[src/hdl/video_pkg.sv]
/*
 * Video option encodings and display constants.
 * Shared by the register block, the option decoder and the top level.
 */

package video_pkg;

   // Aspect ratio selection as written by the host
   typedef enum logic [1:0] {
      AR_ORIGINAL = 2'd0,
      AR_FULL     = 2'd1,
      AR_CUSTOM1  = 2'd2,
      AR_CUSTOM2  = 2'd3
   } aspect_t;

   // Scandoubler effect, CRT levels map to scanline strength
   typedef enum logic [2:0] {
      FX_NONE  = 3'd0,
      FX_HQ2X  = 3'd1,
      FX_CRT25 = 3'd2,
      FX_CRT50 = 3'd3,
      FX_CRT75 = 3'd4
   } fx_t;

   localparam int ARC_W  = 12;
   localparam int HDMI_W = 12;

   // 1080p output gets the 216-line crop
   localparam logic [ARC_W-1:0]  CROP_LINES = 12'd216;
   localparam logic [HDMI_W-1:0] FULLHD_W   = 12'd1920;
   localparam logic [HDMI_W-1:0] FULLHD_H   = 12'd1080;

endpackage

[src/hdl/regs_pkg.sv]
/*
 * Host register map for the MSX board glue.
 * Addresses, bit positions of the register fields, and the
 * host-side enums shared by the register block and the tape logic.
 * Import into the modules and the interface that need them.
 */

package regs_pkg;

   // =====================================================================
   // APB geometry
   // =====================================================================
   localparam int ADDR_W = 4;
   localparam int DATA_W = 32;

   // Register addresses
   localparam logic [ADDR_W-1:0] REG_CTRL   = 4'h0;
   localparam logic [ADDR_W-1:0] REG_VIDEO  = 4'h4;
   localparam logic [ADDR_W-1:0] REG_TAPE   = 4'h8;
   localparam logic [ADDR_W-1:0] REG_STATUS = 4'hC;

   // =====================================================================
   // Field positions
   // =====================================================================
   localparam int CTRL_RESET_BIT  = 0;
   localparam int CTRL_REWIND_BIT = 1;
   localparam int VID_AR_LSB      = 0;
   localparam int VID_FX_LSB      = 2;
   localparam int VID_SCALE_LSB   = 5;
   localparam int TAPE_SRC_BIT    = 0;
   localparam int STAT_VSEL_BIT   = 0;
   localparam int STAT_TAPE_LSB   = 1;

   // Download slot of a cassette image
   localparam logic [5:0] CAS_INDEX = 6'd5;

   typedef enum logic {
      TAPE_FILE = 1'b0,
      TAPE_ADC  = 1'b1
   } tape_src_t;

   typedef enum logic [1:0] {
      TAPE_EMPTY   = 2'd0,
      TAPE_LOADING = 2'd1,
      TAPE_READY   = 2'd2
   } tape_state_t;

endpackage
[src/hdl/core_cfg_if.sv]
/*
 * Decoded core options and status inside the glue layer.
 * The register block drives the options, the video, tape and SD
 * blocks take what they need through their own modport, and status
 * flows back to the register block for read-back.
 */

`timescale 1ns/10ps

interface core_cfg_if import regs_pkg::*, video_pkg::*; ();

   // Host options
   logic        core_reset;
   aspect_t     aspect;
   fx_t         fx;
   logic [2:0]  int_scale;
   tape_src_t   tape_src;
   logic        rewind_pulse;

   // Status from the function blocks
   tape_state_t tape_state;
   logic        sd_vsel;

   modport regs_mp (
      output core_reset, aspect, fx, int_scale, tape_src, rewind_pulse,
      input  tape_state, sd_vsel
   );

   modport video_mp (
      input aspect, fx, int_scale
   );

   modport tape_mp (
      input  core_reset, tape_src, rewind_pulse,
      output tape_state
   );

   modport sd_mp (
      output sd_vsel
   );

endinterface

[src/hdl/msx_glue_top.sv]
/*
 * Board glue top level for the MSX core.
 * Host options arrive over APB and are decoded into video, SD and
 * tape controls. ACT_HOLD sets the LED activity hold in clock cycles.
 */

`timescale 1ns/10ps

module msx_glue_top import regs_pkg::*, video_pkg::*; #(
   parameter int ACT_HOLD = 1_000_000
) (
   input  logic              clock_bus,
   input  logic              rst_n,
   // APB slave
   input  logic [ADDR_W-1:0] paddr,
   input  logic              psel,
   input  logic              penable,
   input  logic              pwrite,
   input  logic [DATA_W-1:0] pwdata,
   output logic [DATA_W-1:0] prdata,
   // Video
   input  logic [HDMI_W-1:0] hdmi_width,
   input  logic [HDMI_W-1:0] hdmi_height,
   input  logic              forced_scandoubler,
   output logic [1:0]        vga_sl,
   output logic              hq2x,
   output logic              scandoubler,
   output logic [ARC_W-1:0]  arx,
   output logic [ARC_W-1:0]  ary,
   output logic [ARC_W-1:0]  crop_size,
   output logic [2:0]        scale_mode,
   // SD card
   input  logic              img_mount,
   input  logic [31:0]       img_size,
   input  logic              spi_sck,
   input  logic              spi_mosi,
   input  logic              sd_miso,
   input  logic              vsd_miso,
   output logic              spi_miso,
   output logic              sd_sck,
   output logic              sd_mosi,
   output logic              sd_cs,
   output logic              vsd_ss,
   output logic              led_user,
   output logic [1:0]        led_disk,
   // Cassette
   input  logic              ioctl_download,
   input  logic [5:0]        ioctl_index,
   input  logic              cas_motor,
   input  logic              cas_file_bit,
   input  logic              tape_adc,
   input  logic              tape_adc_act,
   output logic              tape_play,
   output logic              tape_rewind,
   output logic              cas_audio_in,
   // Core
   output logic              core_reset
);

   core_cfg_if cfg_bus ();

   assign core_reset = cfg_bus.core_reset;

   // =====================================================================
   // Blocks
   // =====================================================================
   host_regs u_regs (
      .clock_bus (clock_bus),
      .rst_n     (rst_n),
      .paddr     (paddr),
      .psel      (psel),
      .penable   (penable),
      .pwrite    (pwrite),
      .pwdata    (pwdata),
      .prdata    (prdata),
      .cfg       (cfg_bus.regs_mp)
   );

   video_config u_video (
      .clock_bus          (clock_bus),
      .rst_n              (rst_n),
      .hdmi_width         (hdmi_width),
      .hdmi_height        (hdmi_height),
      .forced_scandoubler (forced_scandoubler),
      .cfg                (cfg_bus.video_mp),
      .vga_sl             (vga_sl),
      .hq2x               (hq2x),
      .scandoubler        (scandoubler),
      .arx                (arx),
      .ary                (ary),
      .crop_size          (crop_size),
      .scale_mode         (scale_mode)
   );

   sd_router #(
      .ACT_HOLD (ACT_HOLD)
   ) u_sd (
      .clock_bus (clock_bus),
      .rst_n     (rst_n),
      .img_mount (img_mount),
      .img_size  (img_size),
      .spi_sck   (spi_sck),
      .spi_mosi  (spi_mosi),
      .sd_miso   (sd_miso),
      .vsd_miso  (vsd_miso),
      .spi_miso  (spi_miso),
      .sd_sck    (sd_sck),
      .sd_mosi   (sd_mosi),
      .sd_cs     (sd_cs),
      .vsd_ss    (vsd_ss),
      .led_user  (led_user),
      .led_disk  (led_disk),
      .cfg       (cfg_bus.sd_mp)
   );

   tape_control u_tape (
      .clock_bus      (clock_bus),
      .rst_n          (rst_n),
      .ioctl_download (ioctl_download),
      .ioctl_index    (ioctl_index),
      .cas_motor      (cas_motor),
      .cas_file_bit   (cas_file_bit),
      .tape_adc       (tape_adc),
      .tape_adc_act   (tape_adc_act),
      .cfg            (cfg_bus.tape_mp),
      .tape_play      (tape_play),
      .tape_rewind    (tape_rewind),
      .cas_audio_in   (cas_audio_in)
   );

endmodule

[src/hdl/tape_control.sv]
/*
 * Cassette control.
 * Follows the download of a cassette image, derives play and rewind
 * for the tape player, and picks the tape bit from the file player
 * or from the ADC comparator.
 */

`timescale 1ns/10ps

module tape_control import regs_pkg::*; (
   input  logic        clock_bus,
   input  logic        rst_n,
   input  logic        ioctl_download,
   input  logic [5:0]  ioctl_index,
   input  logic        cas_motor,
   input  logic        cas_file_bit,
   input  logic        tape_adc,
   input  logic        tape_adc_act,
   core_cfg_if.tape_mp cfg,
   output logic        tape_play,
   output logic        tape_rewind,
   output logic        cas_audio_in
);

   tape_state_t state;
   logic        cas_dl;

   assign cas_dl = ioctl_download && (ioctl_index == CAS_INDEX);

   // =====================================================================
   // Load FSM
   // =====================================================================
   always_ff @(posedge clock_bus) begin
      if (!rst_n) begin
         state <= TAPE_EMPTY;
      end else begin
         case (state)
            TAPE_EMPTY:   if (cas_dl) state <= TAPE_LOADING;
            TAPE_LOADING: if (!ioctl_download) state <= TAPE_READY;
            TAPE_READY:   state <= TAPE_READY;
            default:      state <= TAPE_EMPTY;
         endcase
      end
   end

   assign cfg.tape_state = state;

   // Player runs only with a loaded file and the motor relay off
   assign tape_play   = (state == TAPE_READY) && !cas_motor;
   assign tape_rewind = cfg.rewind_pulse || (state == TAPE_LOADING) || cfg.core_reset;

   assign cas_audio_in = (cfg.tape_src == TAPE_FILE) ? cas_file_bit
                                                     : (tape_adc & tape_adc_act);

   // Player never runs against the motor relay
   a_play_motor: assert property (@(posedge clock_bus) disable iff (!rst_n)
      !(tape_play && cas_motor));

endmodule

[src/hdl/sd_router.sv]
/*
 * SD card routing between the physical slot and a mounted image.
 * A mount with a nonzero image size selects the virtual card.
 * Toggles on MOSI or MISO restart a hold timer that lights the
 * user LED for the virtual card and the disk LED for the physical one.
 */

`timescale 1ns/10ps

module sd_router #(
   parameter int ACT_HOLD = 1_000_000
) (
   input  logic        clock_bus,
   input  logic        rst_n,
   input  logic        img_mount,
   input  logic [31:0] img_size,
   input  logic        spi_sck,
   input  logic        spi_mosi,
   input  logic        sd_miso,
   input  logic        vsd_miso,
   output logic        spi_miso,
   output logic        sd_sck,
   output logic        sd_mosi,
   output logic        sd_cs,
   output logic        vsd_ss,
   output logic        led_user,
   output logic [1:0]  led_disk,
   core_cfg_if.sd_mp   cfg
);

   localparam int              CNT_W    = $clog2(ACT_HOLD + 1);
   localparam logic [CNT_W-1:0] HOLD_CNT = CNT_W'(ACT_HOLD);

   logic             vsel;
   logic             old_mosi;
   logic             old_miso;
   logic             act;
   logic [CNT_W-1:0] timer;

   // =====================================================================
   // Card select
   // =====================================================================
   always_ff @(posedge clock_bus) begin
      if (!rst_n) begin
         vsel <= 1'b0;
      end else if (img_mount) begin
         vsel <= (img_size != '0);
      end
   end

   assign cfg.sd_vsel = vsel;

   // Physical slot is parked while the image is in use
   assign sd_cs    = vsel;
   assign vsd_ss   = ~vsel;
   assign sd_sck   = spi_sck & ~vsel;
   assign sd_mosi  = spi_mosi & ~vsel;
   assign spi_miso = vsel ? vsd_miso : sd_miso;

   // =====================================================================
   // Activity timer
   // =====================================================================
   always_ff @(posedge clock_bus) begin
      if (!rst_n) begin
         old_mosi <= 1'b0;
         old_miso <= 1'b0;
         act      <= 1'b0;
         timer    <= HOLD_CNT;
      end else begin
         old_mosi <= spi_mosi;
         old_miso <= spi_miso;
         act      <= 1'b0;
         if (timer < HOLD_CNT) begin
            timer <= timer + 1'b1;
            act   <= 1'b1;
         end
         // Any edge on the data lines restarts the hold
         if ((old_mosi ^ spi_mosi) || (old_miso ^ spi_miso))
            timer <= '0;
      end
   end

   assign led_user = vsel & act;
   assign led_disk = {1'b1, ~vsel & act};

   // Physical clock stays parked while the image is selected
   a_vsel_park: assert property (@(posedge clock_bus) disable iff (!rst_n)
      vsel |-> !sd_sck);

endmodule

[src/hdl/video_config.sv]
/*
 * Video option decoder.
 * Turns the host fx, aspect and scale fields plus the HDMI output
 * size into scanline, scandoubler and scaler settings.
 * All outputs are combinational except the registered crop size.
 */

`timescale 1ns/10ps

module video_config import video_pkg::*; (
   input  logic              clock_bus,
   input  logic              rst_n,
   input  logic [HDMI_W-1:0] hdmi_width,
   input  logic [HDMI_W-1:0] hdmi_height,
   input  logic              forced_scandoubler,
   core_cfg_if.video_mp      cfg,
   output logic [1:0]        vga_sl,
   output logic              hq2x,
   output logic              scandoubler,
   output logic [ARC_W-1:0]  arx,
   output logic [ARC_W-1:0]  ary,
   output logic [ARC_W-1:0]  crop_size,
   output logic [2:0]        scale_mode
);

   logic [2:0] sl_level;
   logic [1:0] ar_idx;
   logic       fx_on;
   logic       crop_en;

   assign fx_on = (cfg.fx != FX_NONE);

   // Scanline level, CRT25 is level 1 and so on
   assign sl_level    = fx_on ? (3'(cfg.fx) - 3'd1) : 3'd0;
   assign vga_sl      = sl_level[1:0];
   assign hq2x        = (cfg.fx == FX_HQ2X);
   assign scandoubler = fx_on || forced_scandoubler;

   // =====================================================================
   // Aspect ratio
   // =====================================================================
   // Custom settings pass an index to the scaler rather than a ratio
   assign ar_idx = 2'(cfg.aspect) - 2'd1;
   assign arx    = (cfg.aspect == AR_ORIGINAL) ? 12'd4 : {{(ARC_W-2){1'b0}}, ar_idx};
   assign ary    = (cfg.aspect == AR_ORIGINAL) ? 12'd3 : '0;

   assign scale_mode = cfg.int_scale;

   // 216p crop only when doubling onto a true 1080p panel
   assign crop_en = (hdmi_width == FULLHD_W) && (hdmi_height == FULLHD_H) &&
                    !forced_scandoubler && fx_on;

   always_ff @(posedge clock_bus) begin
      if (!rst_n) begin
         crop_size <= '0;
      end else begin
         crop_size <= crop_en ? CROP_LINES : '0;
      end
   end

endmodule

[src/hdl/host_regs.sv]
/*
 * APB slave holding the host-visible option registers.
 * Zero wait states, no ready or error response. Writes land on the
 * edge that ends the access cycle; unmapped reads return zero.
 * The CTRL rewind bit is a trigger and reads back as 0.
 */

`timescale 1ns/10ps

module host_regs import regs_pkg::*, video_pkg::*; (
   input  logic              clock_bus,
   input  logic              rst_n,
   input  logic [ADDR_W-1:0] paddr,
   input  logic              psel,
   input  logic              penable,
   input  logic              pwrite,
   input  logic [DATA_W-1:0] pwdata,
   output logic [DATA_W-1:0] prdata,
   core_cfg_if.regs_mp       cfg
);

   logic wr_en;

   assign wr_en = psel && penable && pwrite;

   // =====================================================================
   // Register writes
   // =====================================================================
   always_ff @(posedge clock_bus) begin
      if (!rst_n) begin
         cfg.core_reset   <= 1'b0;
         cfg.aspect       <= AR_ORIGINAL;
         cfg.fx           <= FX_NONE;
         cfg.int_scale    <= 3'd0;
         cfg.tape_src     <= TAPE_FILE;
         cfg.rewind_pulse <= 1'b0;
      end else begin
         // Trigger only lives for the cycle after the write
         cfg.rewind_pulse <= 1'b0;
         if (wr_en) begin
            case (paddr)
               REG_CTRL: begin
                  cfg.core_reset   <= pwdata[CTRL_RESET_BIT];
                  cfg.rewind_pulse <= pwdata[CTRL_REWIND_BIT];
               end
               REG_VIDEO: begin
                  cfg.aspect    <= aspect_t'(pwdata[VID_AR_LSB +: 2]);
                  cfg.fx        <= fx_t'(pwdata[VID_FX_LSB +: 3]);
                  cfg.int_scale <= pwdata[VID_SCALE_LSB +: 3];
               end
               REG_TAPE: begin
                  cfg.tape_src <= tape_src_t'(pwdata[TAPE_SRC_BIT]);
               end
               default: begin
                  // STATUS and holes take no writes
               end
            endcase
         end
      end
   end

   // =====================================================================
   // Read mux
   // =====================================================================
   always_comb begin
      prdata = '0;
      if (psel && !pwrite) begin
         case (paddr)
            REG_CTRL:   prdata[CTRL_RESET_BIT] = cfg.core_reset;
            REG_VIDEO: begin
               prdata[VID_AR_LSB +: 2]    = cfg.aspect;
               prdata[VID_FX_LSB +: 3]    = cfg.fx;
               prdata[VID_SCALE_LSB +: 3] = cfg.int_scale;
            end
            REG_TAPE:   prdata[TAPE_SRC_BIT] = cfg.tape_src;
            REG_STATUS: begin
               prdata[STAT_VSEL_BIT]      = cfg.sd_vsel;
               prdata[STAT_TAPE_LSB +: 2] = cfg.tape_state;
            end
            default:    prdata = '0;
         endcase
      end
   end

   // Access phase only ever follows a selected setup phase
   a_penable_psel: assert property (@(posedge clock_bus) disable iff (!rst_n)
      penable |-> psel);

endmodule

[config.mk]
export PLATFORM = sky130hd
export DESIGN_NAME = msx_glue_top
export DESIGN_NICKNAME = d
export VERILOG_FILES = /design/src/hdl/video_pkg.sv /design/src/hdl/regs_pkg.sv /design/src/hdl/core_cfg_if.sv /design/src/hdl/msx_glue_top.sv /design/src/hdl/tape_control.sv /design/src/hdl/sd_router.sv /design/src/hdl/video_config.sv /design/src/hdl/host_regs.sv
export SDC_FILE = /design/constraint.sdc
export NUM_CORES = 1
export LEC_CHECK = 0
export ABC_CLOCK_PERIOD_IN_PS = 2000
export BUFFER_PORTS_ARGS = -buffer_cell sky130_fd_sc_hd__buf_4
export CORE_ASPECT_RATIO = 1.4
export CORE_MARGIN = 2
export CORE_UTILIZATION = 40
export DETAILED_ROUTE_END_ITERATION = 10
export PLACE_DENSITY = 0.82
export SYNTH_ARGS = -nofsm -noshare
export SYNTH_HDL_FRONTEND = slang
export SYNTH_SLANG_ARGS = --single-unit
[constraint.sdc]
create_clock -name clock_bus -period 2 [get_ports clock_bus]
set_input_delay 0.3 -clock clock_bus [delete_from_list [all_inputs] [get_ports clock_bus]]
set_output_delay 0.3 -clock clock_bus [all_outputs]
set_load 0.01 [all_outputs]
==> implementation parameters <==
Parameter                              Value

Cells and area
  Fin area ... 0.00344 mm²
  # diodes ... 0
  Fraction of layout instances using a drive strength above 1 ... 0.339
  Number of nets in the layout ... 540
  Area overhead of the layout relative to synthesis ... 33.9%

Synth
  Post-synthesis instance area ... 0.00257 mm²
  EDFF count, synth ... 0
  Number of instances in the synthesized netlist ... just over 300
  Post-synthesis async set-or-reset flop share ... 0
  Area share of the leading cell type in the synthesized netlist ... 0.296
  Average cell area after synthesis ... about 8.5 µm²
  Number of unique standard cell types used by synthesis ... 41
  Largest cells by area after synthesis ... sky130_fd_sc_hd__dfxtp_1, sky130_fd_sc_hd__buf_4, sky130_fd_sc_hd__mux2i_1
  Most frequently used flop master after synthesis ... sky130_fd_sc_hd__dfxtp_1
  Register bit count reported by yosys ... 38
  Count of synthesis-stage warnings from yosys ... 0
  Cell taking the most area after synthesis ... sky130_fd_sc_hd__dfxtp_1
  Post-synthesis sequential area ratio ... 0.296

Clock tree
  Post-CTS setup-driven buffer insertion count ... 0
  Number of gates resized after CTS ... 0
  Number of CTS-inserted buffers ... 5
  CTS max path bufs ... 2
  # hold bufs at CTS ... 0
  Worst skew pair latency ... around 0.29 ns
  Clock input transition at the sequential cells of the worst setup and hold paths ... 0.07 ns
  # clock sinks ... 38
  H-tree level count ... 2
  Root cell of the clock tree ... sky130_fd_sc_hd__clkbuf_8
  Clock tree from TritonCTS ... done

STA
  Number of failing setup endpoints in the final timing report ... 0
  Skew final ... roughly 0.0074 ns
  Number of hold violations in the final report ... 0
  Maximum clock frequency ... 553 MHz
  Crit path setup slack, layout ... between 0.15 and 0.2 ns
  Final worst-path cycle share ... 0.904
  Setup tns final ... 0 ns
  Number of max-slew violations in the final report ... 0
  Shortest period the worst path allows ... 1.81 ns
  Unrepaired setup endpoints after global routing ... false

Drt
  Routed Antenna Nets ... 0
  DRC violation total after the first TritonRoute iteration ... 78
  Drc violations ... 0
  Detail-routed net length per standard cell ... ~12 µm
  Via count normalized by instance count ... roughly 4.8
  Sum of routed wire length over all layers ... between 6000 and 7000 µm
  Total via count after detailed routing ... around 2400
  Number of iterations in the first detailed-routing pass ... 4

Floorplan
  Width of the die ... between 70 and 80 µm
  Placement row count ... 34
  Die Y ... around 99 µm
  Boundary Pins ... approximately 200
  Starting density of the core ... 0.414
  Area of the core region ... ~0.0062 mm²
  Die footprint ... between 0.007 and 0.008 mm²

Power and ir drop
  Final Power ... about 0.0018 W
  Leakage power summed over all cells ... roughly 1.6 nW
  Ratio of total power to cell area ... 531 mW/mm²
  Worst ir drop on vdd ... ~0.29 mV

Worst setup path
  Worst Setup Start Kind ... flop
  Internal reg-to-reg setup slack ... 0.22 ns
  Data required time at the worst endpoint ... between 1.5 and 2 ns
  Critical path arrival ... 1.51 ns
  Largest fanout of any net on the critical path ... 4
  Worst Setup Path Type ... reg2out
  Sort of element at the end of the critical path ... output port

Worst hold path
  Classification of the worst-slack hold path ... in2reg

Global routing
  GRT Util Overall ... 0.166
  Overflow after GRT ... 0
  Via count of the first global-routing pass ... 2210
  Wire length of the first global-routing pass ... between 9000 and 10000 µm
  Largest net degree at the start of global routing ... 27
  Initial antenna violation count ... 0

Place
  Count of buffers from port buffering ... 124
  Total half-perimeter wirelength after legalization and detailed placement ... 5060 µm
  Post-Place Setup Slack ... roughly 0.12 ns
  Post-Place Cell Area ... approximately 0.0033 mm²
  Placer's final routability congestion estimate ... a little under 0.9

Outcome
  Outcome ... completed

Flow run
  MaxCap Viol Count ... 0
critical path: stages, from the launching register on:
cell and delay (ns):
sky130_fd_sc_hd__dfxtp_1 0.37, sky130_fd_sc_hd__inv_1 0.09, sky130_fd_sc_hd__ha_1 0.19, sky130_fd_sc_hd__or3_1 0.40
sky130_fd_sc_hd__buf_4 0.17
synthesized netlist by cell type (5+ instances only):
library cell / instances
sky130_fd_sc_hd__clkbuf_1: 5
sky130_fd_sc_hd__nand3_1: 9
sky130_fd_sc_hd__xnor2_1: 5
sky130_fd_sc_hd__ha_1: 5
sky130_fd_sc_hd__o21ai_0: 7
sky130_fd_sc_hd__nor2b_1: 18
sky130_fd_sc_hd__inv_1: 6
sky130_fd_sc_hd__xor2_1: 14
sky130_fd_sc_hd__nor2_1: 25
sky130_fd_sc_hd__mux2i_1: 16
sky130_fd_sc_hd__dfxtp_1: 38
sky130_fd_sc_hd__buf_4: 58
sky130_fd_sc_hd__nor4_1: 10
sky130_fd_sc_hd__nand2_1: 14
sky130_fd_sc_hd__and2_1: 13
sky130_fd_sc_hd__nand4_1: 13
report_power, final:
| part | internal [W] | switching, W |
|---|---|---|
| Clock | 0.000373 | 0.000252 |
| Sequential | 0.000784 | 0.0000262 |
| Combinational | 0.000213 | 0.000178 |
through the flow:
step | hold WS (ns) | utilization | instances
after floorplan | 0.422 | - | 352
after global placement | 0.480 | 0.536 | 486
after detailed placement | 0.484 | 0.536 | 486
after CTS | 0.244 | 0.553 | 494
after global routing | 0.254 | 0.554 | 494
final | 0.254 | 0.554 | 494
layout make-up:
| cell class | count | area [µm²] |
|---|---|---|
| fillers | 568 | 2770 |
| multi-input cells | 240 | 1480 |
| repair buffers | 130 | 976 |
| inverters | 6 | 22.5 |
| clock buffers | 7 | 76.3 |
| well taps | 72 | 90.1 |
| clock inverters | 1 | 30.0 |
| flip-flops and latches | 38 | 761 |
logic make-up after synthesis:
group | Yosys count | synth area share
adder cells (fa/ha/maj) | 5 | 0.0244
multiplexers | 17 | 0.0711
buffers and inverters | 74 | 0.200
flip-flops | 38 | 0.296
AO/OA/AOI/OAI | 15 | 0.0370
AND/OR/NAND/NOR | 132 | 0.303
XOR/XNOR | 19 | 0.0648
other | 2 | 0.00292
state kept, by name (all words and copies together) (netlist names):
register / count
u_regs.cfg.rewind_pulse: 1
u_tape.cfg.tape_state: 2
u_sd.old_miso: 1
u_sd.cfg.sd_vsel: 1
u_regs.cfg.tape_src: 1
u_regs.cfg.core_reset: 1
u_regs.cfg.int_scale: 3
u_sd.act: 1
u_sd.timer: 20
u_sd.old_mosi: 1
u_regs.cfg.aspect: 2
u_video.crop_size: 1
u_regs.cfg.fx: 3
metal layers:
metal	track usage	share of wire	up-vias
met5	0	0	-
met4	0.0552	0.015	0
met3	0.0378	0.079	10
met2	0.301	0.53	97
met1	0.189	0.38	1088
li1	-	-	1164
cells in the final DEF (no fill, tap or decap), drive strengths merged, types with 2 or more instances in the layout:
cell,count
a21oi,2
and3,4
xnor2,5
ha,5
clkbuf,7
nor2b,18
nor4,11
nand3,9
o21ai,7
nand2,14
conb,52
dfxtp,38
or3,2
nor3,3
and4,4
inv,6
nor4b,5
nor2,25
o31ai,2
nor3b,4
and2,13
buf,130
mux2i,16
xor2,14
nand4b,2
nand4,13
path summary, 6_finish.rpt:
kind | startpoint | endpoint | cells past startpoint
worst min register to register | u_sd.timer[19]$_SDFFE_PN1P_ | u_sd.timer[19]$_SDFFE_PN1P_ | 2
worst max-delay path | u_tape.cfg.tape_state[1]$_SDFFE_PN0P_ | tape_rewind | 4
worst min-delay path | spi_mosi | u_sd.old_mosi$_SDFF_PN0_ | 2
worst max register to register | u_sd.timer[6]$_SDFFE_PN1P_ | u_sd.timer[19]$_SDFFE_PN1P_ | 5
Power figures use the tool's default switching activity.
